### src/rtl/rv_pkg.sv
// rv64i core definitions
package rv_pkg;

  localparam int xlen       = 64;
  localparam int reg_addr_w = 5;
  localparam int dmem_words = 256;

  // major opcodes, inst[6:2]
  localparam logic [4:0] opcode_lui    = 5'b01101;
  localparam logic [4:0] opcode_auipc  = 5'b00101;
  localparam logic [4:0] opcode_jal    = 5'b11011;
  localparam logic [4:0] opcode_jalr   = 5'b11001;
  localparam logic [4:0] opcode_branch = 5'b11000;
  localparam logic [4:0] opcode_load   = 5'b00000;
  localparam logic [4:0] opcode_store  = 5'b01000;
  localparam logic [4:0] opcode_op_imm = 5'b00100;
  localparam logic [4:0] opcode_op     = 5'b01100;
  localparam logic [4:0] opcode_fence  = 5'b00011;
  localparam logic [4:0] opcode_env    = 5'b11100;

  // access size, loads use the same code in funct3[1:0]
  localparam logic [2:0] funct3_sb = 3'b000;
  localparam logic [2:0] funct3_sh = 3'b001;
  localparam logic [2:0] funct3_sw = 3'b010;
  localparam logic [2:0] funct3_sd = 3'b011;

  // branch conditions
  localparam logic [2:0] funct3_beq  = 3'b000;
  localparam logic [2:0] funct3_bne  = 3'b001;
  localparam logic [2:0] funct3_blt  = 3'b100;
  localparam logic [2:0] funct3_bge  = 3'b101;
  localparam logic [2:0] funct3_bltu = 3'b110;
  localparam logic [2:0] funct3_bgeu = 3'b111;

  // alu functions of op and op-imm
  localparam logic [2:0] funct3_add_sub = 3'b000;
  localparam logic [2:0] funct3_sll     = 3'b001;
  localparam logic [2:0] funct3_slt     = 3'b010;
  localparam logic [2:0] funct3_sltu    = 3'b011;
  localparam logic [2:0] funct3_xor     = 3'b100;
  localparam logic [2:0] funct3_srl_sra = 3'b101;
  localparam logic [2:0] funct3_or      = 3'b110;
  localparam logic [2:0] funct3_and     = 3'b111;

  typedef enum logic [2:0] {
    inst_none = 3'd0,
    inst_r    = 3'd1,
    inst_i    = 3'd2,
    inst_s    = 3'd3,
    inst_b    = 3'd4,
    inst_u    = 3'd5,
    inst_j    = 3'd6
  } inst_type_t;

  typedef struct packed {
    inst_type_t            inst_type;
    logic [4:0]            opcode;
    logic [2:0]            funct3;
    logic [6:0]            funct7;
    logic [xlen-1:0]       op1;
    logic [xlen-1:0]       op2;
    logic [xlen-1:0]       t1;
    logic [reg_addr_w-1:0] rd;
    logic                  rd_wen;
  } ex_req_t;

  typedef struct packed {
    logic            ren;
    logic            wen;
    logic [xlen-1:0] addr;
    logic [xlen-1:0] wdata;
    logic [xlen-1:0] wmask;
    logic [2:0]      funct3;
    logic            is_unsigned;
  } mem_req_t;

  typedef struct packed {
    logic                  valid;
    logic [xlen-1:0]       pc;
    logic [reg_addr_w-1:0] rd;
    logic                  wen;
    logic [xlen-1:0]       data;
  } retire_t;

endpackage

### src/rtl/regfile.sv
// integer register file
module regfile (
  input  logic                          clk,
  input  logic                          rst,
  input  logic [rv_pkg::reg_addr_w-1:0] rs1_raddr,
  input  logic [rv_pkg::reg_addr_w-1:0] rs2_raddr,
  input  logic                          rs1_ren,
  input  logic                          rs2_ren,
  input  logic                          wen,
  input  logic [rv_pkg::reg_addr_w-1:0] waddr,
  input  logic [rv_pkg::xlen-1:0]       wdata,
  output logic [rv_pkg::xlen-1:0]       rs1_data,
  output logic [rv_pkg::xlen-1:0]       rs2_data
);

  import rv_pkg::*;

  logic [xlen-1:0] regs [2**reg_addr_w];

  // x0 is never written
  always_ff @(posedge clk) begin
    if (!rst && wen && (waddr != '0)) begin
      regs[waddr] <= wdata;
    end
  end

  always_comb begin
    if (rs1_ren && (rs1_raddr != '0)) begin
      rs1_data = regs[rs1_raddr];
    end else begin
      rs1_data = '0;
    end
  end

  always_comb begin
    if (rs2_ren && (rs2_raddr != '0)) begin
      rs2_data = regs[rs2_raddr];
    end else begin
      rs2_data = '0;
    end
  end

endmodule

### config.mk
export PLATFORM = sky130hd
export DESIGN_NAME = regfile
export DESIGN_NICKNAME = d
export VERILOG_FILES = /design/src/rtl/rv_pkg.sv /design/src/rtl/regfile.sv
export SDC_FILE = /design/constraint.sdc
export NUM_CORES = 2
export LEC_CHECK = 0
export BUFFER_PORTS_ARGS = -buffer_cell sky130_fd_sc_hd__buf_2
export CELL_PAD_IN_SITES_DETAIL_PLACEMENT = 1
export CELL_PAD_IN_SITES_GLOBAL_PLACEMENT = 1
export CORE_MARGIN = 3
export CORE_UTILIZATION = 31
export CTS_CLUSTER_DIAMETER = 200
export DETAILED_ROUTE_END_ITERATION = 12
export PLACE_DENSITY_LB_ADDON = 0.1
export SYNTH_ARGS = -nofsm -noshare
export SYNTH_HDL_FRONTEND = slang
export SYNTH_SLANG_ARGS = --single-unit
### constraint.sdc
create_clock -name clk -period 4.4 [get_ports clk]
set_input_delay 0.88 -clock clk [delete_from_list [all_inputs] [get_ports clk]]
set_output_delay 0.88 -clock clk [all_outputs]
set_load 0.02 [all_outputs]
==> impl_metrics.prom <==
# TYPE chip_impl_metric gauge
chip_impl_info{name="status",value="complete, no violations"} 1
chip_impl_metric{name="design.die.area",unit="µm²"} 309800
chip_impl_metric{name="timing.final.hold_violations",unit=""} 0
chip_impl_metric{name="maxSlewHeadroom",unit="%"} 26.07
chip_impl_metric{name="yosysUniqueCellTypes",unit=""} 50
chip_impl_metric{name="vias_per_cell",unit=""} 5.737
chip_impl_metric{name="synth_cells",unit=""} 4623
chip_impl_metric{name="globalRouteOverflowTotal",unit=""} 0
chip_impl_metric{name="io_buffers",unit=""} 211
chip_impl_metric{name="postLayoutCoreUtil",unit="%"} 36.92
chip_impl_metric{name="fmaxAchievable",unit="MHz"} 231.7
chip_impl_metric{name="final_min_period_over_clock_period",unit="%"} 98.08
chip_impl_metric{name="detailed_place_hpwl",unit="µm"} 206100
chip_impl_metric{name="cts-buffers-inserted",unit=""} 240
chip_impl_metric{name="synth.yosys.seq_area_share",unit="%"} 65.44
chip_impl_metric{name="synth_simple_gate_area_share",unit="%"} 0.8681
chip_impl_metric{name="cts_num_sinks",unit=""} 2048
chip_impl_info{name="critical_path_destination",value="rs1_data[45]"} 1
chip_impl_metric{name="num_vias",unit=""} 53390
chip_impl_info{name="largest_register_by_flop_count",value="regs"} 1
chip_impl_metric{name="drt_drc_violations_left",unit=""} 0
chip_impl_metric{name="fill_cells",unit=""} 29090
chip_impl_metric{name="cts_hold_buffers",unit=""} 0
chip_impl_metric{name="grt_start_max_net_pins",unit=""} 83
chip_impl_metric{name="ctsLongestPathBuffers",unit=""} 4
chip_impl_info{name="critical_path.endpoint_type",value="output port"} 1
chip_impl_info{name="reg.largest.list",value="regs (2048)"} 1
chip_impl_metric{name="routed_wirelength",unit="µm"} 352200
chip_impl_info{name="yosysTopAreaCell",value="edfxtp_1"} 1
chip_impl_metric{name="placedInstanceArea",unit="µm²"} 103200
chip_impl_info{name="largest_family_of_logic_cells_by_synthesized_area",value="multiplexers"} 1
chip_impl_metric{name="layout-area-overhead-vs-synth",unit="%"} 18.17
chip_impl_metric{name="multiInputGateArea",unit="µm²"} 31080
chip_impl_metric{name="synth_area_per_cell",unit="µm²"} 20.33
chip_impl_metric{name="globalplace.congestion",unit=""} 0.7561
chip_impl_metric{name="grt.total_usage",unit="%"} 22.44
chip_impl_metric{name="postCtsSetupRepairBufs",unit=""} 0
chip_impl_metric{name="setup-tns-final",unit="ns"} 0
chip_impl_metric{name="cp_max_fo",unit=""} 29
chip_impl_info{name="clock_tree_from_tritoncts",value="yes"} 1
chip_impl_info{name="crit_type",value="in2out"} 1
chip_impl_metric{name="coreArea",unit="µm²"} 300800
chip_impl_metric{name="synth_enable_flop_cells",unit=""} 2048
chip_impl_metric{name="drv_cap",unit=""} 0
chip_impl_metric{name="post_cts_repair_resize_count",unit=""} 0
chip_impl_metric{name="worst_slew_pin_slew",unit="ns"} 1.106
chip_impl_metric{name="grt_pass1_wl",unit="µm"} 485400
chip_impl_info{name="post-synth-top-count-cell",value="edfxtp_1"} 1
chip_impl_metric{name="grt_pass1_vias",unit=""} 57450
chip_impl_metric{name="vertical_extent_of_the_die",unit="µm"} 556.6
chip_impl_metric{name="yosys.area_share.xor_xnor",unit="%"} 0
chip_impl_metric{name="vdd_drop_max",unit="V"} 0.0003019
chip_impl_info{name="timing.critical_path.from",value="rs1_raddr[1]"} 1
chip_impl_metric{name="clk_pin_slew_worst_setup_hold_paths",unit="ns"} 0.06
chip_impl_metric{name="start_util",unit="%"} 31.24
chip_impl_metric{name="grt_antenna_before_repair",unit=""} 38
chip_impl_metric{name="synth_compound_gate_area_share",unit="%"} 5.146
chip_impl_metric{name="drtPass1Iterations",unit=""} 6
chip_impl_metric{name="layout-drive-gt1-share",unit="%"} 34.99
chip_impl_metric{name="synth_top_area_share",unit="%"} 65.44
chip_impl_metric{name="seqCellArea",unit="µm²"} 61500
chip_impl_metric{name="power_per_cell_area",unit="nW/µm²"} 411.6
chip_impl_metric{name="design_area",unit="µm²"} 111100
chip_impl_info{name="cp-start-kind",value="input pin"} 1
chip_impl_metric{name="floorplan.die.width",unit="µm"} 556.6
chip_impl_metric{name="htreeDepth",unit=""} 4
chip_impl_info{name="timing.hold.worst.class",value="in2reg"} 1
chip_impl_info{name="synthTopCellsByArea",value="edfxtp_1 65%, mux4_2 21%, mux2i_1 5.3%"} 1
chip_impl_metric{name="syn-cell-area",unit="µm²"} 93980
chip_impl_metric{name="cellLeakagePower",unit="µW"} 0.03608
chip_impl_metric{name="dr.first_iter.drc_count",unit=""} 4880
chip_impl_info{name="grt_setup_unrepaired",value="no"} 1
chip_impl_metric{name="io_pins",unit=""} 212
chip_impl_info{name="cts_root_buffer",value="clkbuf_16"} 1
chip_impl_metric{name="worst-endpoint-arrival",unit="ns"} 3.44
chip_impl_metric{name="finish.net_count",unit=""} 5219
chip_impl_metric{name="timing.final.max_slew_violations",unit=""} 0
chip_impl_metric{name="fp-row-count",unit=""} 201
chip_impl_metric{name="async_reset_ff_share",unit="%"} 0
chip_impl_metric{name="drt-wirelength-per-cell",unit="µm"} 37.85
chip_impl_metric{name="drt.antenna.violating_nets",unit=""} 0
chip_impl_metric{name="synth-seq-cells",unit=""} 2048
chip_impl_metric{name="report.final.setup_viol",unit=""} 0
chip_impl_metric{name="synth-adder-area-share",unit="%"} 0
chip_impl_metric{name="yosysWarningCount",unit=""} 0
chip_impl_metric{name="cp.required",unit="ns"} 3.52
chip_impl_metric{name="yosys-mux-area-fraction",unit="%"} 26.47
chip_impl_info{name="ys.flop_type",value="edfxtp_1"} 1
chip_impl_info{name="synth_commonest_cells",value="2048 x edfxtp_1, 879 x mux4_2, 497 x mux2i_1, 164 x clkbuf_1, 115 x o221ai_1"} 1
chip_impl_metric{name="largest_register_ff_count",unit=""} 2048
chip_impl_metric{name="final.min_clock_period",unit="ns"} 4.316
==> metal layers <==
metal	wire (µm)	up-vias	global-route usage [%]	part of all wire [%]
li1	-	21370	-	-
met2	175600	1486	38.27	50
met5	41	-	0	0.012
met3	15480	433	2.755	4.4
met4	7771	6	5.091	2.2
met1	153300	30100	30.62	44
==> area by class of cell <==
type	count	share of cell area (%)
sequential	2048	55.38
clock buffer	289	5.574
antenna	10	0.02253
timing repair buffer	590	5.133
clock inverter	156	1.444
multi-input combinational	2255	27.99
tap	3958	4.459
==> critical path: stages <==
cell and delay (ns):
buf_8 0.33, buf_12 0.21, buf_12 0.21, mux4_2 0.26, mux2i_1 0.08, nor2_1 0.29, a211oi_1 0.10, a211oi_1 0.65
buf_2 0.30
==> through the flow <==
stage | power (µW) | hold slack, ns | cells | setup WS [ns]
after detailed placement | 26150 | 1.398 | 8851 | 0.07069
final | 45710 | 0.4471 | 9306 | 0.08429
after CTS | 46370 | 0.3488 | 9296 | 0.07010
after floorplan | 24350 | 0.9789 | 4686 | -0.1796
after global placement | 26120 | 1.373 | 8851 | -0.01098
after global routing | 47300 | 0.4216 | 9300 | 0.01395
==> kinds of logic after synthesis <==
logic type / Yosys count
AOI/OAI and AO/OA: 636
buffers and inverters: 383
DFF: 2048
muxes: 1385
other: 1
and+or+nand+nor: 170
==> power breakdown <==
group / internal (µW) / switching, µW / total (µW)
clock: 11700 / 8350 / 20000
sequential: 21700 / 77.1 / 21700
combinational: 1590 / 2350 / 3940
==> worst min-delay path by stage <==
| stage | slack, ns | end | depth (start not counted) | start |
|---|---|---|---|---|
| floorplan | 0.98 | regs[0][0] | 0 | wdata[0] |
| global placement | 1.37 | regs[28][16] | 1 | wdata[16] |
| detailed placement | 1.40 | regs[28][16] | 1 | wdata[16] |
| CTS | 0.35 | regs[30][21] | 1 | wdata[21] |
| global route | 0.42 | regs[30][21] | 1 | wdata[21] |
| finish | 0.45 | regs[28][21] | 1 | wdata[21] |
==> placed cells by master, fill, tap and decap left out, types with 64 or more instances in the layout <==
| cell | synthesis | final |
|---|---|---|
| a211oi_1 | 103 | 102 |
| a22o_1 | 72 | 72 |
| a22oi_1 | 76 | 76 |
| buf_12 | 0 | 138 |
| buf_2 | 103 | 203 |
| buf_4 | 68 | 242 |
| clkbuf_16 | 0 | 240 |
| conb_1 | 1 | 64 |
| edfxtp_1 | 2048 | 2048 |
| mux2i_1 | 497 | 497 |
| mux4_2 | 879 | 879 |
| nor2_1 | 101 | 69 |
| o221ai_1 | 115 | 115 |
| o22ai_1 | 86 | 86 |
No activity file was read; power rests on OpenSTA's default activity.
