## config.mk

```make
export PLATFORM = sky130hd
export DESIGN_NAME = if_stage
export DESIGN_NICKNAME = d
export VERILOG_FILES = /design/src/rtl/rv_pkg.sv /design/src/rtl/if_stage.sv
export SDC_FILE = /design/constraint.sdc
export NUM_CORES = 1
export LEC_CHECK = 0
export ABC_AREA = 0
export BUFFER_PORTS_ARGS = -buffer_cell sky130_fd_sc_hd__buf_2
export CORE_ASPECT_RATIO = 1.2
export CORE_MARGIN = 5
export CORE_UTILIZATION = 50
export DETAILED_ROUTE_END_ITERATION = 12
export PLACE_DENSITY = 0.79
export SETUP_SLACK_MARGIN = 0.15
export SLEW_MARGIN = 10
export SYNTH_ARGS = -nofsm -noshare
export SYNTH_HDL_FRONTEND = slang
export SYNTH_SLANG_ARGS = --single-unit
```

## constraint.sdc

```tcl
create_clock -name clk -period 2.5 [get_ports clk]
set_input_delay 0.375 -clock clk [delete_from_list [all_inputs] [get_ports clk]]
set_output_delay 0.375 -clock clk [all_outputs]
set_load 0.03 [all_outputs]
```

## src/rtl/rv_pkg.sv

```systemverilog
// rv64i core definitions
package rv_pkg;

  localparam int xlen       = 64;
  localparam int reg_addr_w = 5;
  localparam int dmem_words = 256;

  // major opcodes, inst[6:2]
  localparam logic [4:0] opcode_lui    = 5'b01101;
  localparam logic [4:0] opcode_auipc  = 5'b00101;
  localparam logic [4:0] opcode_jal    = 5'b11011;
  localparam logic [4:0] opcode_jalr   = 5'b11001;
  localparam logic [4:0] opcode_branch = 5'b11000;
  localparam logic [4:0] opcode_load   = 5'b00000;
  localparam logic [4:0] opcode_store  = 5'b01000;
  localparam logic [4:0] opcode_op_imm = 5'b00100;
  localparam logic [4:0] opcode_op     = 5'b01100;
  localparam logic [4:0] opcode_fence  = 5'b00011;
  localparam logic [4:0] opcode_env    = 5'b11100;

  // access size, loads use the same code in funct3[1:0]
  localparam logic [2:0] funct3_sb = 3'b000;
  localparam logic [2:0] funct3_sh = 3'b001;
  localparam logic [2:0] funct3_sw = 3'b010;
  localparam logic [2:0] funct3_sd = 3'b011;

  // branch conditions
  localparam logic [2:0] funct3_beq  = 3'b000;
  localparam logic [2:0] funct3_bne  = 3'b001;
  localparam logic [2:0] funct3_blt  = 3'b100;
  localparam logic [2:0] funct3_bge  = 3'b101;
  localparam logic [2:0] funct3_bltu = 3'b110;
  localparam logic [2:0] funct3_bgeu = 3'b111;

  // alu functions of op and op-imm
  localparam logic [2:0] funct3_add_sub = 3'b000;
  localparam logic [2:0] funct3_sll     = 3'b001;
  localparam logic [2:0] funct3_slt     = 3'b010;
  localparam logic [2:0] funct3_sltu    = 3'b011;
  localparam logic [2:0] funct3_xor     = 3'b100;
  localparam logic [2:0] funct3_srl_sra = 3'b101;
  localparam logic [2:0] funct3_or      = 3'b110;
  localparam logic [2:0] funct3_and     = 3'b111;

  typedef enum logic [2:0] {
    inst_none = 3'd0,
    inst_r    = 3'd1,
    inst_i    = 3'd2,
    inst_s    = 3'd3,
    inst_b    = 3'd4,
    inst_u    = 3'd5,
    inst_j    = 3'd6
  } inst_type_t;

  typedef struct packed {
    inst_type_t            inst_type;
    logic [4:0]            opcode;
    logic [2:0]            funct3;
    logic [6:0]            funct7;
    logic [xlen-1:0]       op1;
    logic [xlen-1:0]       op2;
    logic [xlen-1:0]       t1;
    logic [reg_addr_w-1:0] rd;
    logic                  rd_wen;
  } ex_req_t;

  typedef struct packed {
    logic            ren;
    logic            wen;
    logic [xlen-1:0] addr;
    logic [xlen-1:0] wdata;
    logic [xlen-1:0] wmask;
    logic [2:0]      funct3;
    logic            is_unsigned;
  } mem_req_t;

  typedef struct packed {
    logic                  valid;
    logic [xlen-1:0]       pc;
    logic [reg_addr_w-1:0] rd;
    logic                  wen;
    logic [xlen-1:0]       data;
  } retire_t;

endpackage

```

## src/rtl/if_stage.sv

```systemverilog
// program counter
module if_stage (
  input  logic                    clk,
  input  logic                    rst,
  input  logic                    redirect,
  input  logic [rv_pkg::xlen-1:0] redirect_pc,
  output logic [rv_pkg::xlen-1:0] pc
);

  import rv_pkg::*;

  logic [xlen-1:0] pc_next;

  // taken branch or jump wins over fall-through
  always_comb begin
    if (redirect) begin
      pc_next = redirect_pc;
    end else begin
      pc_next = pc + 64'd4;
    end
  end

  always_ff @(posedge clk) begin
    if (rst) begin
      pc <= '0;
    end else begin
      pc <= pc_next;
    end
  end

endmodule

```

==> results of run 1 <==
worst register-to-register path, delay by kind of cell (launching register included):
| kind | cells | cell delay, ns |
|---|---|---|
| AO/OA/AOI/OAI | 1 | 0.25 |
| flip-flops | 1 | 0.41 |
| AND/OR/NAND/NOR | 4 | 1.43 |
layout make-up:
cell class / count / share of cell area
Clock buffer: 15 / 0.0375
Multi-Input combinational cell: 334 / 0.471
Timing Repair Buffer: 143 / 0.172
Inverter: 7 / 0.00592
Sequential cell: 64 / 0.289
Tap cell: 87 / 0.0245
stage by stage:
stage	setup WS [ns]	utilization	cells	power [uW]
final	0.310	0.647	650	2430
after global placement	0.324	0.620	635	1640
after floorplan	0.180	-	434	1480
after detailed placement	0.262	0.620	635	1650
after global routing	0.156	0.647	650	2540
after CTS	0.263	0.644	650	2440
cells in the mapped netlist:
cell	n
o21bai_1	4
buf_1	2
a21oi_1	21
or3_1	6
and4_2	4
nor3b_1	1
nor3_1	13
nor4_4	2
nor4_2	1
o21ai_0	10
dfxtp_1	64
or2_2	2
and3_1	7
and4_1	6
nand3_1	25
and3_2	1
ha_1	1
nand3_4	1
nand4_2	1
buf_6	2
a311oi_1	4
xnor2_1	28
o21a_1	1
nand2_1	38
buf_2	1
xor2_1	26
inv_1	6
nor2_1	66
nand4_4	1
clkbuf_4	1
clkbuf_1	19
nand4_1	18
buf_4	1
clkbuf_2	2
and2_1	2
nor4_1	6
clkinv_1	1
or4_4	1
clkbuf_8	1
and2_2	1
a211oi_1	30
mux2i_1	6
per-layer routing:
layer | part of all wire | vias to the layer above | track usage
met5 | 0 | - | 0
met4 | 0.020 | 0 | 0.0767
met3 | 0.079 | 16 | 0.0548
met2 | 0.50 | 141 | 0.393
met1 | 0.41 | 1614 | 0.274
li1 | - | 1785 | -
logic make-up after synthesis:
group	after synthesis	synth area share
AO/OA/AOI/OAI	70	0.129
adder cells (fa/ha/maj)	1	0.00355
buffers and inverters	36	0.0487
flip-flops	64	0.364
AND/OR/NAND/NOR	203	0.304
multiplexers	6	0.0171
XOR/XNOR	54	0.134
final timing paths:
check,startpoint,cells after the start,end
setup / recovery,pc[5],5,pc[32]
hold / removal,redirect_pc[62],3,pc[62]
setup reg to reg,pc[5],5,pc[32]
hold reg to reg,pc[0],2,pc[0]
placed cells by master (no fill, tap or decap), types with 2 or more instances in the layout:
cell      netlist  layout
a211oi_1       30      30
a21oi_1        21      21
a311oi_1        4       4
and2_1          2       2
and3_1          7       7
and4_1          6       5
and4_2          4       5
buf_2           1     130
buf_4           1      12
clkbuf_1       19       4
clkbuf_8        1      11
dfxtp_1        64      63
inv_1           6       6
mux2i_1         6       6
nand2_1        38      38
nand3_1        25      24
nand4_1        18      18
nor2_1         66      66
nor3_1         13      11
nor3_2          0       2
nor4_1          6       5
nor4_2          1       2
nor4_4          2       2
o21ai_0        10      10
o21bai_1        4       4
or2_2           2       2
or3_1           6       6
xnor2_1        28      28
xor2_1         26      26
repair_timing:
item,in CTS,in global routing
resized for setup,0,5
hold endpoints to repair,0,0
endpoints found under the setup margin,0,4
power by group:
group | total, uW | switching [uW] | internal [uW]
Clock | 795 | 384 | 411
Sequential | 1170 | 81.8 | 1090
Combinational | 460 | 290 | 170
==> qor.yml, run 1 <==
run_status:
  status: "finished, final reports clean"
floorplanning:
  start_util: 0.514
  die_x_um: 86.6
  rows: 33
  die_h_um: 102
  dieArea_um2: 8830
  io_pins: 131
  coreArea_um2: 6850
logic_synthesis:
  ys_seq_area_frac: 0.364
  syn_area_um2: 3520
  syn_avg_cell_area_um2: 8.11
  synth_cell_types: 42
  synthTopCellsByArea: "dfxtp_1 (36%), nor2_1 (7.0%), xnor2_1 (7.0%)"
  syn_inst: 434
  yosysWarnings: 0
  synth_top_area_share: 0.364
  synth_nets: 502
  ys_ff_latch: 64
  yosysTopAreaCell: "dfxtp_1"
sta:
  slew_headroom: 0.528
  whs_ns: 0.249
  finalHoldViolations: 0
  skew_ns: 0.00843
  period_minus_slack_ns: 2.19
  max_clock_freq_mhz: 457
  setup_viol: 0
  finalCritPeriodShare: 0.876
  rsz0062_at_grt: "false"
  slew_viol_final: 0
  setup_tns_ns: 0
  tightest_slew_ns: 0.709
global_routing:
  grt_max_degree: 51
  grt_pass1_vias: 3318
  grt.total_usage: 0.226
  grt_pass1_wl_um: 15800
  grt_overflow_total: 0
  antenna_found_initial: 0
drt:
  post_drt_via_cell_ratio: 5.47
  first_iter_violations: 193
  drt_wl_total_um: 9970
  vias: 3556
  wl_per_cell_um: 15.3
  ant_nets: 0
  drc: 0
  drt-pass1-iter-count: 4
cts:
  insertion_delay_ns: 0.34
  postCtsHoldBufs: 0
  htree_levels: 3
  root_buffer: "clkbuf_8"
  clkTransAtPathRegs_ns: 0.07
  clock-sinks: 64
  cts_made_buffers: 9
  postCtsSetupRepairBufs: 0
  cts_tree: "built"
  clockBufferDepth: 2
layout:
  multi_input_area_um2: 2090
  antennaDiodeCount: 0
  fillCellCount: 597
  design_area_um2: 4440
  largest-register: "pc"
  area_growth_pct: 26.0
  largest_reg_flops: 64
  fin_nets: 627
  drive_gt1_frac: 0.313
  largest_registers: "pc: 64 flops"
  regArea_um2: 1280
setup_path:
  end_kind: "flop"
  path_buf_inv: 0
  cp_max_fo: 9
  cp_data_arrival_time_ns: 2.44
  rrSetupSlack_ns: 0.31
  crit_path_top_delay_cell: "dfxtp_1"
  crit_path_cell_trace: "and4_1 -> and4_2 -> nand4_2 -> or3_1 -> a311oi_1"
  start_kind: "flop"
  crit_path_max_incr_delay_ns: 0.41
  path_delay_family: "simple AND/OR/NAND/NOR gates"
  setup.worst_path.class: "reg -> reg"
  crit_required_ns: 2.75
place:
  place_area_um2: 4250
  gp_congestion: 0.889
  detailed_place_hpwl_um: 7410
  port_buffers: 130
power:
  ir_worst_vdd_uv: 364
  leakagePower_uw: 0.00185
  powerDensity_nw_per_um2: 547
job:
  drv_cap: 0
min_path:
  hp-class: "in -> reg"
Note: power is estimated with default switching activity, not from simulation.
==> run 2: changes to the inputs <==
--- a/config.mk
+++ b/config.mk
@@ -9,9 +9,10 @@
 export BUFFER_PORTS_ARGS = -buffer_cell sky130_fd_sc_hd__buf_2
 export CORE_ASPECT_RATIO = 1.2
 export CORE_MARGIN = 5
-export CORE_UTILIZATION = 50
+export CORE_UTILIZATION = 51
+export CTS_BUF_LIST = sky130_fd_sc_hd__clkbuf_4 sky130_fd_sc_hd__clkbuf_8
 export DETAILED_ROUTE_END_ITERATION = 12
-export PLACE_DENSITY = 0.79
+export PLACE_DENSITY = 0.8
 export SETUP_SLACK_MARGIN = 0.15
 export SLEW_MARGIN = 10
 export SYNTH_ARGS = -nofsm -noshare
==> run 2 against run 1 <==
Net effect:
- wire length grew 0.80%
- clock power decreased by 2%
- hold slack lost 0.0074 ns
- first-iteration DRC count decreased by 16%
- combinational power barely moved
- core utilization rose by 0.62 points
- sequential cell count stayed put
- worst setup slack got worse by 0.062 ns
- total power decreased by 0.54%
- count of clock-buffer cells in the layout shrank 3
- critical path type unchanged
- critical endpoint is now pc[60]
==> qor.yml, run 2 (synthesized netlist as in run 1, its figures left out) <==
run_status:
  status: "finished, final reports clean"
cts:
  cts_made_buffers: 9  # unchanged
  clock-sinks: 64  # unchanged
  htree_levels: 3  # unchanged
  root_buffer: "clkbuf_8"
  clkTransAtPathRegs_ns: 0.07  # about the same
  clockBufferDepth: 2  # unchanged
  postCtsSetupRepairBufs: 0  # unchanged
  insertion_delay_ns: 0.33  # about the same
  cts_tree: "built"
sta:
  finalHoldViolations: 0  # unchanged
  tightest_slew_ns: 0.624  # -0.0850 ns
  setup_tns_ns: 0  # unchanged
  period_minus_slack_ns: 2.25  # +0.0621 ns
  setup_viol: 0  # unchanged
  skew_ns: 0.00598  # -0.00245 ns
  max_clock_freq_mhz: 444  # -2.8%
  slew_headroom: 0.584  # +0.0567
  finalCritPeriodShare: 0.901  # +0.0248
  slew_viol_final: 0  # unchanged
  rsz0062_at_grt: "true"
drt:
  first_iter_violations: 163  # -16%
  dr_wl_met3_um: 806  # +2.9%
  post_drt_via_cell_ratio: 5.59  # +2.2%
  dr.max_layer_used: "met4"
  wl_met1_um: 4110  # +1.8%
  drc: 0  # unchanged
  ant_nets: 0  # unchanged
  drt_wl_total_um: 10000  # +0.80%
  wl_per_cell_um: 15.5  # +1.3%
  vias: 3617  # +1.7%
  route.met2.wl_um: 4950  # +0.16%
  drt-pass1-iter-count: 4  # unchanged
layout:
  largest_registers: "pc: 64 flops"
  final_cell_mix: "buf_2 (130), nor2_1 (66), dfxtp_1 (63)"
  drive_gt1_frac: 0.313  # about the same
  area_growth_pct: 25.7
  antennaDiodeCount: 0  # unchanged
  largest-register: "pc"
  fin_nets: 626  # -0.16%
  design_area_um2: 4420  # -0.25%
  largest_reg_flops: 64  # unchanged
  final_common_cell: "buf_2"
setup_path:
  cp_data_arrival_time_ns: 2.50  # +0.06 ns
  r2r-start: "pc[14]"
  crit_path_cell_trace: "nand4_4 -> or4_4 -> nor4_4 -> buf_4 -> nand4_1 -> xor2_1 -> a211oi_1"
  rr_worst_depth: 7  # +2
  path_buf_inv: 1  # +1
  path_delay_family: "simple AND/OR/NAND/NOR gates"
  start_kind: "flop"
  r2r-end: "pc[60]"
  cp_max_fo: 9  # unchanged
  rrSetupSlack_ns: 0.25  # -0.06 ns
  crit_path_max_incr_delay_ns: 0.57  # +0.16 ns
  end_kind: "flop"
  crit_required_ns: 2.75  # about the same
  crit_path_top_delay_cell: "or4_4"
  setup.worst_path.class: "reg -> reg"
power:
  leakagePower_uw: 0.00187  # +0.82%
  ir_worst_vdd_uv: 388  # +6.6%
  powerDensity_nw_per_um2: 545  # -0.29%
global_routing:
  grt_pass1_vias: 3400  # +2.5%
  grt.total_usage: 0.232  # +0.00589
  antenna_found_initial: 0  # unchanged
  grt_pass1_wl_um: 16200  # +2.5%
  grt_overflow_total: 0  # unchanged
  grt_max_degree: 43  # -16%
place:
  place_area_um2: 4240  # -0.18%
  port_buffers: 130  # unchanged
  gp_congestion: 0.939  # +5.6%
  detailed_place_hpwl_um: 7450  # +0.57%
job:
  drv_cap: 0  # unchanged
floorplanning:
  coreArea_um2: 6770  # -1.2%
  start_util: 0.520  # +0.00626
  rows: 33  # unchanged
  io_pins: 131  # unchanged
  dieArea_um2: 8670  # -1.8%
  die_h_um: 101  # -0.89%
  die_x_um: 85.9  # -0.87%
min_path:
  whs_path_depth: 3  # unchanged
  worstHoldStart: "redirect_pc[62]"
  hold-path-endpoint: "pc[62]"
  hp-class: "in -> reg"
[run 2: changes by cell type in the layout (fill, tap and decap cells not counted)]
cell	previous run	this run
nand3_2	1	0
nor4_4	2	3
nor3_1	11	12
clkbuf_1	4	0
buf_4	12	11
nand3_1	24	25
clkinv_2	0	1
nor4_2	2	1
nor3_2	2	1
clkbuf_4	0	1
[run 2: repair_timing]
item / CTS / global route
hold endpoints to repair: 0 / 0
resized for setup: 0 / 4
hold buffers: 0 / 0
setup endpoints to repair: 0 / 10
[run 2: how the worst max path moves through the flow]
stage	start	end	slack (ns)	cells after the start
2_1_floorplan	pc[18]	pc[60]	0.18	6
3_3_place_gp	pc[17]	pc[57]	0.36	7
3_5_place_dp	pc[13]	pc[61]	0.29	7
4_1_cts	pc[14]	pc[61]	0.26	7
5_1_grt	pc[5]	pc[48]	0.14	6
6_report	pc[14]	pc[60]	0.25	7
[run 2: tightest hold or removal path: stages]
cell and delay [ns]:
buf_2 0.08, nand2_1 0.04, o21ai_0 0.05
[run 2: area by class of cell]
cell class                      count  area, um2
Multi-Input combinational cell    334       2090
Fill cell                         588       2350
Inverter                            7       26.3
Tap cell                           87        109
Clock inverter                      1       5.00
Timing Repair Buffer              142        753
Clock buffer                       12        159
Sequential cell                    64       1280
[run 2: stage by stage]
stage | instances | util | total power [uW] | setup WS, ns | hold WS (ns)
finish | 647 | 0.653 | 2410 | 0.248 | 0.242
global route | 647 | 0.653 | 2520 | 0.141 | 0.236
CTS | 647 | 0.650 | 2430 | 0.265 | 0.238
detailed placement | 634 | 0.626 | 1650 | 0.287 | 0.482
global placement | 634 | 0.626 | 1640 | 0.357 | 0.469
floorplan | 434 | - | 1480 | 0.180 | 0.484
[run 2: metal layers]
| layer | global-route usage | vias to the layer above |
|---|---|---|
| li1 | - | 1781 |
| met1 | 0.280 | 1670 |
| met2 | 0.394 | 150 |
| met3 | 0.0720 | 16 |
| met4 | 0.0743 | 0 |
| met5 | 0 | - |
[run 2: power breakdown]
group          total, uW  leakage (uW)  internal (uW)  switching [uW]
clock                783     0.0000876            407             375
sequential          1170      0.000531           1090            83.0
combinational        458       0.00125            168             289
total               2410       0.00187           1660             748
==> run 3: changes to the inputs <==
--- a/config.mk
+++ b/config.mk
@@ -7,13 +7,14 @@
 export LEC_CHECK = 0
 export ABC_AREA = 0
 export BUFFER_PORTS_ARGS = -buffer_cell sky130_fd_sc_hd__buf_2
+export CELL_PAD_IN_SITES_DETAIL_PLACEMENT = 1
+export CELL_PAD_IN_SITES_GLOBAL_PLACEMENT = 2
 export CORE_ASPECT_RATIO = 1.2
 export CORE_MARGIN = 5
-export CORE_UTILIZATION = 51
+export CORE_UTILIZATION = 28
 export CTS_BUF_LIST = sky130_fd_sc_hd__clkbuf_4 sky130_fd_sc_hd__clkbuf_8
 export DETAILED_ROUTE_END_ITERATION = 12
 export PLACE_DENSITY = 0.8
-export SETUP_SLACK_MARGIN = 0.15
 export SLEW_MARGIN = 10
 export SYNTH_ARGS = -nofsm -noshare
 export SYNTH_HDL_FRONTEND = slang
==> run 3 against run 2 <==
Net effect:
- core utilization shrank 29 points
- sequential cell count is the same
- clock skew up 0.0026 ns
- total power grew 3.4%
- critical path depth did not move
- design area grew 2.7%
- combinational power rose by 2%
- count of clock-buffer cells in the layout up 3
- hold slack worse by 0.0010 ns
==> qor.yml, run 3 (synthesized netlist as in run 1, its figures left out) <==
power:
  power_switching_uw: 780  # +4.4%
  power_frac_seq: 0.469  # -0.017
  power_frac_clock: 0.343  # +0.019
  pwr-share-comb: 0.188  # -0.002
  netSwitchingFraction: 0.313  # +0.00276
  p_int_uw: 1710  # +3.0%
  ir_worst_vdd_uv: 348  # -10%
  powerDensity_nw_per_um2: 549  # +0.67%
  leakagePower_uw: 0.00188  # +0.72%
drt:
  first_iter_violations: 82  # -50%
  post_drt_via_cell_ratio: 4.94  # -12%
  drt_wl_total_um: 11800  # +17%
  wl_per_cell_um: 16.2  # +4.0%
  drc: 0  # unchanged
  drt-pass1-iter-count: 4  # unchanged
  ant_nets: 0  # unchanged
  vias: 3607  # -0.28%
global_routing:
  grt_overflow_total: 0  # unchanged
  grt.total_usage: 0.160  # -0.0722
  grt_max_degree: 52  # +21%
  grt_pass1_wl_um: 19300  # +19%
  antenna_found_initial: 1  # +1
  grt_pass1_vias: 3875  # +14%
setup_path:
  cp_max_fo: 6  # -3
  crit_required_ns: 2.77  # +0.02 ns
  crit_path_cell_trace: "nand4_4 -> or4_4 -> nor4_1 -> buf_4 -> nand4_1 -> xor2_1 -> a211oi_1"
  path_delay_family: "simple AND/OR/NAND/NOR gates"
  path_buf_inv: 1  # unchanged
  end_kind: "flop"
  crit_path_max_incr_delay_ns: 0.56  # about the same
  crit_path_top_delay_cell: "or4_4"
  setup.worst_path.class: "reg -> reg"
  cp_data_arrival_time_ns: 2.54  # +0.04 ns
  start_kind: "flop"
place:
  port_buffers: 130  # unchanged
  detailed_place_hpwl_um: 9120  # +22%
  gp_congestion: 0.779  # -17%
job:
  drv_cap: 0  # unchanged
cts:
  cts_tree: "built"
  clock-sinks: 64  # unchanged
  cts_made_buffers: 9  # unchanged
  cts_resized: 0  # unchanged
  htree_levels: 3  # unchanged
  postCtsHoldBufs: 0  # unchanged
  clkTransAtPathRegs_ns: 0.07  # about the same
  root_buffer: "clkbuf_8"
  insertion_delay_ns: 0.35  # +0.02 ns
  postCtsSetupRepairBufs: 0  # unchanged
  clockBufferDepth: 2  # unchanged
layout:
  final_core_util: 0.364  # -0.290
  antennaDiodeCount: 0  # unchanged
  final_cell_mix: "buf_2 (130), nor2_1 (66), dfxtp_1 (64)"
  final_common_cell: "buf_2"
  drive_gt1_frac: 0.313  # about the same
  largest_registers: "pc: 64 flops"
  largest_reg_flops: 64  # unchanged
  largest-register: "pc"
  fin_nets: 630  # +0.64%
  fillCellCount: 1598  # +170%
  area_growth_pct: 29.1
sta:
  finalCritPeriodShare: 0.909  # +0.00823
  period_minus_slack_ns: 2.27  # +0.0206 ns
  tightest_slew_ns: 0.553  # -0.0702 ns
  setup_tns_ns: 0  # unchanged
  max_clock_freq_mhz: 440  # -0.91%
  skew_ns: 0.00863  # +0.00265 ns
  finalHoldViolations: 0  # unchanged
  setup_viol: 0  # unchanged
  slew_viol_final: 0  # unchanged
  rsz0062_at_grt: "false"
  slew_headroom: 0.628  # +0.0440
min_path:
  hp-class: "in -> reg"
floorplanning:
  io_pins: 131  # unchanged
  die_x_um: 112  # +31%
  start_util: 0.282  # -0.238
  die_h_um: 133  # +31%
  coreArea_um2: 12500  # +85%
  dieArea_um2: 14900  # +72%
  rows: 45  # +36%
run_status:
  status: "finished, final reports clean"
[run 3: tightest hold or removal path: cells and delay by family]
family / cells / cell delay (ns)
buffers and inverters: 1 / 0.08
AO/OA/AOI/OAI: 1 / 0.05
AND/OR/NAND/NOR: 1 / 0.04
[run 3: metal layers]
metal,track usage,vias to the layer above,part of all wire
met5,0,-,0.0015
met4,0.0494,2,0.015
met3,0.0430,19,0.052
met2,0.283,82,0.51
met1,0.187,1711,0.42
li1,-,1793,-
[run 3: final cells by class]
type	instances	area, um2	area share
Sequential cell	64	1280	0.282
Multi-Input combinational cell	334	2070	0.455
Tap cell	164	205	0.0451
Clock buffer	15	181	0.0399
Timing Repair Buffer	146	783	0.172
Inverter	7	26.3	0.00578
[run 3: stage by stage]
step	worst slack, ns	hold WS (ns)	area, um2	total power, uW	instances
2_1_floorplan	0.128	0.484	3520	1480	434
3_3_place_gp	0.211	0.471	4360	1660	715
3_5_place_dp	0.186	0.495	4360	1670	715
4_1_cts	0.163	0.229	4550	2530	730
5_1_grt	0.0848	0.241	4550	2630	730
6_report	0.227	0.241	4550	2490	730
[run 3: power groups by stage]
stage	registers, uW	clock network (uW)	logic (uW)
after detailed placement	1190	0	477
after global placement	1190	0	472
final	1170	856	469
after CTS	1170	884	478
after floorplan	1310	0	168
after global routing	1180	937	513
[run 3: path summary, 6_finish.rpt]
kind,start,end,slack [ns],cells past startpoint
hold reg to reg,pc[1],pc[1],0.50,2
hold / removal,redirect_pc[62],pc[62],0.24,3
setup / recovery,pc[14],pc[57],0.23,7
setup reg to reg,pc[14],pc[57],0.23,7
